## config.mk

```make
export PLATFORM = sky130hd
export DESIGN_NAME = aes_input_top
export DESIGN_NICKNAME = d
export VERILOG_FILES = /design/src/source/aes_pkg.sv /design/src/source/aes_entry_if.sv /design/src/source/aes_input_top.sv /design/src/source/aes_cmd_dispatcher.sv /design/src/source/aes_entry_fifo.sv /design/src/source/aes_word_assembler.sv
export SDC_FILE = /design/constraint.sdc
export NUM_CORES = 2
export LEC_CHECK = 0
export BUFFER_PORTS_ARGS = -buffer_cell sky130_fd_sc_hd__buf_2
export CELL_PAD_IN_SITES_DETAIL_PLACEMENT = 0
export CELL_PAD_IN_SITES_GLOBAL_PLACEMENT = 1
export CORE_UTILIZATION = 54
export DETAILED_ROUTE_END_ITERATION = 8
export PLACE_DENSITY = 0.79
export SYNTH_ARGS = -nofsm -noshare
export SYNTH_HDL_FRONTEND = slang
export SYNTH_SLANG_ARGS = --single-unit
```

## constraint.sdc

```tcl
create_clock -name clk -period 15.2 [get_ports clk]
set_input_delay 2.28 -clock clk [delete_from_list [all_inputs] [get_ports clk]]
set_output_delay 2.28 -clock clk [all_outputs]
set_load 0.02 [all_outputs]
```

## src/source/aes_pkg.sv

```systemverilog
// Shared word, block and entry types, command field positions and block geometry
`default_nettype none

package aes_pkg;

	// Bus word and AES block geometry
	localparam int WORD_W = 32;
	localparam int WORDS_PER_BLOCK = 4;
	localparam int BLOCK_W = WORD_W * WORDS_PER_BLOCK;

	// The FIFO entry holds the last flag just above the 128-bit payload
	localparam int ENTRY_LAST_BIT = BLOCK_W;
	localparam int ENTRY_W = BLOCK_W + 1;

	// Decoded command field widths
	localparam int KEY_SIZE_W = 2;
	localparam int BLK_INDEX_W = 8;

	// Command word bit positions
	// Bit 0 set means decrypt
	localparam int CMD_DECRYPT_BIT = 0;
	// Key size code sits in bits 2..1
	localparam int CMD_KEY_LSB = 1;

	// One bus word
	typedef logic [WORD_W-1:0] word_t;

	// One AES block, first bus word in the low bits
	typedef logic [BLOCK_W-1:0] block_t;

	// FIFO entry, last flag on top of a block or a zero-extended command
	typedef logic [ENTRY_W-1:0] entry_t;

	// 0 for 128-bit, 1 for 192-bit, 2 for 256-bit keys; 3 reserved
	typedef logic [KEY_SIZE_W-1:0] key_size_t;

	// Block number within a message, wraps at 256
	typedef logic [BLK_INDEX_W-1:0] blk_index_t;

endpackage

`default_nettype wire
```

## src/source/aes_entry_if.sv

```systemverilog
// Valid/ready interface carrying one FIFO entry, with source and sink modports
`timescale 1ns/1ps
`default_nettype none

interface aes_entry_if;
	logic valid;
	logic ready;
	aes_pkg::entry_t entry;
	// Copy of the entry's top bit, kept separate for readability
	logic last;

	// Transfer on a clock edge with valid and ready both high
	modport source (
		output valid,
		output entry,
		output last,
		input  ready
	);

	modport sink (
		input  valid,
		input  entry,
		input  last,
		output ready
	);
endinterface

`default_nettype wire

```

## src/source/aes_input_top.sv

```systemverilog
// Top level of the AES input front end: assembler, entry FIFO and dispatcher
`timescale 1ns/1ps
`default_nettype none

module aes_input_top #(
	parameter int FIFO_DEPTH = 16
) (
	input  logic                clk,
	input  logic                reset,

	// Write bus side
	input  logic                bus_wren,
	input  logic                bus_tlast,
	input  aes_pkg::word_t      bus_data,
	output logic                bus_busy,

	// Block output side
	output logic                out_valid,
	input  logic                out_ready,
	output aes_pkg::block_t     out_block,
	output logic                out_decrypt,
	output aes_pkg::key_size_t  out_key_size,
	output aes_pkg::blk_index_t out_index,
	output logic                out_last
);

	aes_entry_if asm_to_fifo ();
	aes_entry_if fifo_to_disp ();

	aes_word_assembler u_asm (
		.clk       (clk),
		.reset     (reset),
		.bus_wren  (bus_wren),
		.bus_tlast (bus_tlast),
		.bus_data  (bus_data),
		.bus_busy  (bus_busy),
		.ent       (asm_to_fifo.source)
	);

	// Commands and blocks share one queue
	aes_entry_fifo #(
		.FIFO_DEPTH (FIFO_DEPTH)
	) u_fifo (
		.clk   (clk),
		.reset (reset),
		.wr    (asm_to_fifo.sink),
		.rd    (fifo_to_disp.source)
	);

	aes_cmd_dispatcher u_disp (
		.clk          (clk),
		.reset        (reset),
		.ent          (fifo_to_disp.sink),
		.out_valid    (out_valid),
		.out_ready    (out_ready),
		.out_block    (out_block),
		.out_decrypt  (out_decrypt),
		.out_key_size (out_key_size),
		.out_index    (out_index),
		.out_last     (out_last)
	);

endmodule

`default_nettype wire

```

## src/source/aes_cmd_dispatcher.sv

```systemverilog
// Command decoder and block dispatcher with a one-deep tagged output register
`timescale 1ns/1ps
`default_nettype none

module aes_cmd_dispatcher (
	input  logic                clk,
	input  logic                reset,
	aes_entry_if.sink           ent,
	output logic                out_valid,
	input  logic                out_ready,
	output aes_pkg::block_t     out_block,
	output logic                out_decrypt,
	output aes_pkg::key_size_t  out_key_size,
	output aes_pkg::blk_index_t out_index,
	output logic                out_last
);

	typedef enum logic {
		expect_cmd,
		expect_block
	} disp_state_t;

	disp_state_t state;

	// Fields of the current message
	logic cmd_decrypt;
	aes_pkg::key_size_t cmd_key_size;
	aes_pkg::blk_index_t blk_index;

	logic out_free;
	logic pop;
	logic pop_cmd;
	logic pop_blk;

	// Output register empty or being emptied this cycle
	assign out_free = !out_valid || out_ready;

	// Commands never wait for the output side
	assign ent.ready = (state == expect_cmd) || out_free;

	assign pop = ent.valid && ent.ready;
	assign pop_cmd = pop && (state == expect_cmd);
	assign pop_blk = pop && (state == expect_block);

	// Command decode
	always_ff @(posedge clk) begin
		if (pop_cmd) begin
			cmd_decrypt <= ent.entry[aes_pkg::CMD_DECRYPT_BIT];
			// Reserved code 3 is passed on as is
			cmd_key_size <= ent.entry[aes_pkg::CMD_KEY_LSB +: aes_pkg::KEY_SIZE_W];
		end
	end

	// Tagged output payload
	always_ff @(posedge clk) begin
		if (pop_blk) begin
			out_block <= ent.entry[aes_pkg::BLOCK_W-1:0];
			out_decrypt <= cmd_decrypt;
			out_key_size <= cmd_key_size;
			out_index <= blk_index;
			out_last <= ent.last;
		end
	end

	always_ff @(posedge clk) begin
		if (reset) begin
			out_valid <= 1'b0;
		end else if (pop_blk) begin
			out_valid <= 1'b1;
		end else if (out_ready) begin
			out_valid <= 1'b0;
		end
	end

	// Message state and block numbering
	always_ff @(posedge clk) begin
		if (reset) begin
			state <= expect_cmd;
			blk_index <= '0;
		end else begin
			case (state)
				expect_cmd: begin
					if (pop_cmd) begin
						state <= expect_block;
						blk_index <= '0;
					end
				end
				expect_block: begin
					if (pop_blk) begin
						blk_index <= blk_index + 1'b1;
						// Final block closes the message
						if (ent.last) begin
							state <= expect_cmd;
						end
					end
				end
				default: begin
					state <= expect_cmd;
				end
			endcase
		end
	end

endmodule

`default_nettype wire

```

## src/source/aes_entry_fifo.sv

```systemverilog
// Synchronous circular FIFO of 129-bit entries with full and empty tracking
`timescale 1ns/1ps
`default_nettype none

module aes_entry_fifo #(
	// Must be a power of two, at least 2
	parameter int FIFO_DEPTH = 16
) (
	input  logic        clk,
	input  logic        reset,
	aes_entry_if.sink   wr,
	aes_entry_if.source rd
);

	localparam int ADDR_W = $clog2(FIFO_DEPTH);

	// Extra top bit tells a full ring from an empty one
	typedef logic [ADDR_W:0] ptr_t;

	aes_pkg::entry_t mem [FIFO_DEPTH];

	ptr_t wr_ptr;
	ptr_t rd_ptr;

	logic full;
	logic empty;
	logic do_write;
	logic do_read;
	aes_pkg::entry_t head;

	assign empty = (wr_ptr == rd_ptr);
	// Same slot but one lap apart
	assign full = (wr_ptr[ADDR_W] != rd_ptr[ADDR_W]) &&
		(wr_ptr[ADDR_W-1:0] == rd_ptr[ADDR_W-1:0]);

	assign do_write = wr.valid && !full;
	assign do_read = rd.ready && !empty;

	assign wr.ready = !full;

	// Head entry is shown as soon as it is written
	assign head = mem[rd_ptr[ADDR_W-1:0]];
	assign rd.valid = !empty;
	assign rd.entry = head;
	assign rd.last = head[aes_pkg::ENTRY_LAST_BIT];

	// Storage
	always_ff @(posedge clk) begin
		if (do_write) begin
			mem[wr_ptr[ADDR_W-1:0]] <= {wr.last, wr.entry[aes_pkg::BLOCK_W-1:0]};
		end
	end

	always_ff @(posedge clk) begin
		if (reset) begin
			wr_ptr <= '0;
		end else if (do_write) begin
			wr_ptr <= wr_ptr + 1'b1;
		end
	end

	always_ff @(posedge clk) begin
		if (reset) begin
			rd_ptr <= '0;
		end else if (do_read) begin
			rd_ptr <= rd_ptr + 1'b1;
		end
	end

endmodule

`default_nettype wire

```

## src/source/aes_word_assembler.sv

```systemverilog
// Bus word assembler that captures commands and packs payload words into block entries
`timescale 1ns/1ps
`default_nettype none

module aes_word_assembler (
	input  logic           clk,
	input  logic           reset,
	input  logic           bus_wren,
	input  logic           bus_tlast,
	input  aes_pkg::word_t bus_data,
	output logic           bus_busy,
	aes_entry_if.source    ent
);

	typedef enum logic {
		get_cmd,
		get_payload
	} asm_state_t;

	asm_state_t state;

	// Position of the next payload word within its block
	logic [1:0] word_cnt;

	// Entry waiting for the FIFO
	logic entry_valid;
	aes_pkg::entry_t entry_q;

	logic bus_accept;
	logic cmd_done;
	logic blk_done;
	aes_pkg::block_t blk_next;

	// Any pending entry stalls the bus
	assign bus_busy = entry_valid;
	assign bus_accept = bus_wren && !entry_valid;

	assign cmd_done = bus_accept && (state == get_cmd);
	assign blk_done = bus_accept && (state == get_payload) &&
		(word_cnt == 2'(aes_pkg::WORDS_PER_BLOCK - 1));

	// New word enters at the top, so the first word of a group
	// ends up in bits 31..0 after four shifts
	assign blk_next = {bus_data, entry_q[aes_pkg::BLOCK_W-1:aes_pkg::WORD_W]};

	assign ent.valid = entry_valid;
	assign ent.entry = entry_q;
	assign ent.last = entry_q[aes_pkg::ENTRY_LAST_BIT];

	// Entry payload, shifted word by word
	always_ff @(posedge clk) begin
		if (cmd_done) begin
			// Command goes out zero-extended, last flag clear
			entry_q <= aes_pkg::entry_t'(bus_data);
		end else if (bus_accept) begin
			entry_q <= {bus_tlast, blk_next};
		end
	end

	// Entry handshake towards the FIFO
	always_ff @(posedge clk) begin
		if (reset) begin
			entry_valid <= 1'b0;
		end else if (cmd_done || blk_done) begin
			entry_valid <= 1'b1;
		end else if (ent.ready) begin
			entry_valid <= 1'b0;
		end
	end

	// Message framing
	always_ff @(posedge clk) begin
		if (reset) begin
			state <= get_cmd;
			word_cnt <= '0;
		end else begin
			case (state)
				get_cmd: begin
					if (cmd_done) begin
						state <= get_payload;
						word_cnt <= '0;
					end
				end
				get_payload: begin
					if (bus_accept) begin
						// Wraps to zero after the fourth word
						word_cnt <= word_cnt + 2'd1;
						if (bus_tlast) begin
							state <= get_cmd;
						end
					end
				end
				default: begin
					state <= get_cmd;
				end
			endcase
		end
	end

endmodule

`default_nettype wire

```

# Yosys cells after proc, flatten, opt, wreduce, memory -nomap -nowiden
# Memory sizes are Yosys's and may differ from the RTL's. A register that Yosys moved wholly into a read port is not among the register bits.
# Index checks and enable logic that the tools add are counted.
# totals
mem_bits_rw,2064
input_bits,37
memories,1
ff_bits,296
mem_bits_ro,0
latchBits,0
# op_classes
addsub,4
n_reduce_logical,20
div,0
n_shift,0
order_cmp,0
bitwise,2
muxes,24
n_mul,0
eq_ne,9
# memory_table
name,words,width,rd,rd_clocked_by_memory_dff,write_ports,line_no,source
u_fifo.mem,16,129,1,1,1,aes_entry_fifo.sv:20,aes_pkg::entry_t mem [FIFO_DEPTH];
# ops
cell,count
32-bit 2-to-1 mux,2
8-bit 2-to-1 mux,2
8-bit one-hot mux with 2 select lines,1
1-bit 2-to-1 mux,12
5-bit by 1-bit adder with 5-bit output (second input constant),2
1-bit logical AND,9
8-bit by 1-bit adder with 8-bit output (second input constant),1
4-bit 2-to-1 mux,2
2-bit inequality test (second input constant),3
5-bit == test,1
4-bit == test,1
1-bit logical NOT,4
2-bit 2-to-1 mux,2
2-bit by 1-bit inequality test with 1-bit output (second input constant),2
1-bit one-hot mux with 2 select lines,2
2-bit one-hot mux with 2 select lines,1
2-bit AND reduction,2
2-bit nonzero test,2
1-bit logical OR,3
2-bit by 1-bit adder with 2-bit output (second input constant),1
2-bit == test (second input constant),1
1-bit NOT,2
1-bit inequality test,1

# Depth between registers and ports, before layout
# logic_depth
ltp_word,7
mapped_depth,8
depth_no_buf,6

# Hierarchy
# Synthesis repeated with hierarchy kept, for this count alone.
# hier_totals
hier_cells,3732
area_unflattened_um2,88098.2
# by_module_without_submodules
mod,seq_area_each_um2,cells_each,area_per_inst_um2,instances
aes_entry_fifo,62259.7,3022,78265.1,1
aes_word_assembler,2982.9,510,5033.6,1
aes_cmd_dispatcher,4494.3,200,4799.6,1

# Worst setup path after synthesis
# Ideal clock, no wire load.
# synth_timing
kind,flip-flop to flip-flop
startpoint,reg u_fifo.wr_ptr[3]
endpoint,mem u_fifo.mem[3][0] in the netlist's numbering (enable)
synth_period_minus_slack_ns,10.656
path_slack_ns,4.544
required_time_ns,14.424
path_buffers,2
stages_incl_launch_ff,7
arrival_time_ns,9.880
cell_sequence,dfxtp_1 clkbuf_2 xnor2_1 nand4_1 clkbuf_1 o211ai_1 nor3_1
# synth_between
elab_chain_len,6
# synth_rtl
element,line_no,source
start: declaration,aes_entry_fifo.sv:22,ptr_t wr_ptr;
start signal: assignment,aes_entry_fifo.sv:58,wr_ptr <= wr_ptr + 1'b1;
4-bit == test,aes_entry_fifo.sv:34,(wr_ptr[ADDR_W-1:0] == rd_ptr[ADDR_W-1:0]);
1-bit logical AND,aes_entry_fifo.sv:33,assign full = (wr_ptr[ADDR_W] != rd_ptr[ADDR_W]) &&
1-bit logical NOT,aes_entry_fifo.sv:36,assign do_write = wr.valid && !full;
1-bit logical AND,aes_entry_fifo.sv:36,
1-bit 2-to-1 mux,aes_entry_fifo.sv:49,if (do_write) begin
1-bit 2-to-1 mux (implied by the code),aes_entry_fifo.sv:50,"mem[wr_ptr[ADDR_W-1:0]] <= {wr.last, wr.entry[aes_pkg::BLOCK_W-1:0]};"
end: declaration,aes_entry_fifo.sv:20,
# Parallel ways exist; a longest one is shown, timed or not.

# Worst setup path in the final report
# layout_timing
startpoint,reg u_fifo.wr_ptr[2]
endpoint,mem u_fifo.mem[11][54] in the netlist's numbering (enable)
# Same word-level chain as after synthesis.

==> impl_metrics.csv <==
group,metric,value,unit
sta,report.final.slew_viol_count,0,
setup_path,r2r-start,"u_fifo.wr_ptr[2]",
sta,tightest_slew,1.25,ns
setup_path,reg2reg_depth,7,
drt,wl,198,mm
floorplan,die_w,406,microns
hold_path,hold_depth,0,
sta,slew_headroom,0.165,
setup_path,worst_setup_path_end_kind,"register",
drt,dr.pass1.iters,5,
drt,wl_met3,17.2,mm
placed_design,port_buffers,178,
setup_path,r2r-end,"u_fifo.mem[11][54]",
yosys,ys.flop_type,"edfxtp_1",
layout,areaGrowthSynthToFinish,12.2,%
drt,drtAntennaViolNets,0,
global_route,grt-ovfl-total,0,
placed_design,gp_congestion,0.779,
setup_path,cp.arrival,4.88,ns
global_route,antenna_found_initial,9,
clock_tree,cts-hold-fix-buffers,0,
global_route,first_global_vias,40600,
layout,final_design_area_no_fill,98700,sq um
sta,rsz0062_at_grt,"no",
drt,drt_first_iter_violations,4458,
power_and_ir_drop,ir_drop,0.000128,V
layout,layout-drive-gt1-share,0.284,
clock_tree,clock_path_buffers,3,
clock_tree,cts_resized,0,
yosys,ys_ff_latch,2364,
clock_tree,clock-sinks,2364,
sta,final_hold_viol_count,0,
global_route,grt_use_total,0.245,
drt,wl_met1,79.7,mm
clock_tree,clkTransAtPathRegs,0.06,ns
yosys,yosysWarnings,0,
floorplan,initial_core_util,0.546,
yosys,synth-seq-area-share,0.793,
clock_tree,h-tree-depth,4,
drt,drc,0,
clock_tree,cts_tree,"done",
hold_path,holdPathEnd,"u_disp.out_decrypt",
sta,finalCritPeriodShare,0.292,
yosys,synth_fp_nets,3872,
floorplan,core_area,161000,sq um
global_route,grt_first_pass_wirelength,286,mm
yosys,synth_edf_count,2239,
hold_path,hp-start,"u_disp.cmd_decrypt",
yosys,syn_inst,3828,
yosys,synth_cell_type_count,39,
power_and_ir_drop,leakage,30.6,nW
global_route,grt_max_degree,150,
sta,max_freq,225,MHz
floorplan,row_count,147,
sta,fin_setup_tns,0,ns
setup_path,r2r_setup_slack,10.76,ns
drt,route.met2.wl,97.3,mm
setup_path,start_kind,"register",
clock_tree,root_buffer,"clkbuf_16",
floorplan,ios,179,
drt,top_layer_used,"met5",
clock_tree,cts_buffers,222,
sta,finalSetupViolCount,0,
setup_path,crit_fanout,49,
floorplan,die_area,164000,sq um
outcome,status,"finished, final reports clean",
floorplan,die_y,406,microns
yosys,synth-async-reset-ratio,0,
placed_design,dp_hpwl,99.4,mm
placed_design,place_area,91300,sq um
setup_path,crit_type,"reg -> reg",
layout,final_nets,4130,
yosys,syn-cell-area,88000,sq um
yosys,syn_avg_cell_area,23.0,sq um
drt,vias,40600,
sta,clock_skew,0.0505,ns
run,cap_violations,0,
clock_tree,cts_setup_buffers,0,
hold_path,hold_class,"reg -> reg",
sta,fin_crit,4.44,ns
drt,viasPerCell,6.31,
setup_path,required,15.64,ns
power_and_ir_drop,powerDensity,151,nW/um^2
clock_tree,clk_latency,0.86,ns
drt,wire_per_inst,30.7,microns
-- power breakdown --
group / switching [mW] / total [mW] / internal (mW)
clock: 2.40 / 5.58 / 3.18
sequential: 0.214 / 7.55 / 7.34
combinational: 0.926 / 1.82 / 0.892
-- worst max-delay path by stage --
stage	end	cells past startpoint	slack (ns)	from
detailed placement	u_disp.out_block[55]	5	10.19	out_ready
floorplan	u_fifo.mem[3][0]	6	4.54	u_fifo.wr_ptr[3]
global route	u_disp.out_block[53]	5	10.32	register
finish	u_fifo.mem[11][54]	7	10.76	u_fifo.wr_ptr[2]
CTS	u_disp.out_block[54]	5	10.58	register
global placement	u_disp.out_block[54]	5	10.25	out_ready
-- synth_stat cells, drive strengths merged, types with 2 or more instances --
| cell | count | area (sq um) |
|---|---|---|
| inv | 6 | 22.5 |
| a21oi | 61 | 305 |
| a211oi | 56 | 420 |
| nand2 | 200 | 751 |
| ha | 7 | 87.6 |
| xnor2 | 9 | 78.8 |
| nor2 | 24 | 90.1 |
| nor3 | 3 | 15.0 |
| o211ai | 5 | 37.5 |
| mux2i | 55 | 551 |
| o2111ai | 3 | 26.3 |
| and2 | 3 | 18.8 |
| and3 | 16 | 100 |
| clkbuf | 118 | 444 |
| dfxtp | 125 | 2500 |
| buf | 87 | 514 |
| mux2 | 32 | 360 |
| edfxtp | 2239 | 67200 |
| nand3 | 103 | 515 |
| nand2b | 2 | 12.5 |
| nor2b | 57 | 357 |
| xor2 | 10 | 87.6 |
| mux4 | 591 | 13300 |
| o21ai | 6 | 30.0 |
-- metrics by stage --
stage	power, mW	cells	utilization	worst slack (ns)	hold slack (ns)
floorplan	9.03	3828	-	4.54	0.400
global placement	9.52	6022	0.566	10.25	0.406
detailed placement	9.54	6022	0.566	10.19	0.407
CTS	15.1	6441	0.613	10.58	0.414
global route	15.4	6441	0.613	10.32	0.415
finish	14.9	6443	0.613	10.76	0.407
-- sequential cells by signal, indices dropped and copies added, names as in the netlist, named ones only --
| register | count |
|---|---|
| u_fifo.rd_ptr | 5 |
| u_disp.out_index | 8 |
| u_disp.cmd_decrypt | 1 |
| u_asm.bus_busy | 1 |
| u_asm.state | 1 |
| u_disp.cmd_key_size | 2 |
| u_disp.out_block | 128 |
| u_asm.ent.entry | 129 |
| u_disp.out_last | 1 |
| u_disp.out_key_size | 2 |
| u_disp.out_decrypt | 1 |
| u_disp.blk_index | 8 |
| u_disp.out_valid | 1 |
| u_disp.state | 1 |
| u_fifo.mem | 2064 |
| u_fifo.wr_ptr | 5 |
| u_asm.word_cnt | 2 |
-- placed cells by master (no fill, tap or decap), types with 32 or more instances in the layout --
cell	instances
mux2_2	32
a21oi_1	61
clkinv_2	44
nand3_1	103
buf_2	178
clkinv_1	40
clkbuf_1	53
edfxtp_1	2239
clkbuf_16	229
mux4_2	591
buf_4	53
nor2b_1	56
dfxtp_1	120
a211oi_1	56
nand2_1	200
mux2i_1	55
-- final cells by class --
type	count	area, sq um
well taps	2160	2700
fillers	10900	62400
flip-flops and latches	2364	69800
multi-input cells	1253	17300
clock buffers	294	6090
inverters	6	35.0
clock inverters	125	1320
repair buffers	239	1450
diodes	2	5.00
-- worst max-delay path, cell delays in order, from the launching register on --
cell      delay [ns]
dfxtp_1         0.49
xnor2_1         0.13
and4_1          0.27
a21boi_1        0.17
buf_4           0.23
and3_4          0.89
buf_4           0.98
buf_4           0.78
-- per-layer routing --
| layer | track usage | up-vias |
|---|---|---|
| li1 | - | 16600 |
| met1 | 0.355 | 21800 |
| met2 | 0.394 | 1969 |
| met3 | 0.0454 | 286 |
| met4 | 0.0548 | 2 |
| met5 | 0 | - |
-- cell families after synthesis --
family          count (synthesis)  share of synthesized area
flops                        2364                      0.793
buf+inv                       211                     0.0112
compound gates                136                    0.00977
fa+ha+maj                       7                   0.000996
simple gates                  413                     0.0216
xor+xnor                       19                    0.00189
mux                           678                      0.162
No activity file was read; power rests on OpenSTA's default activity.
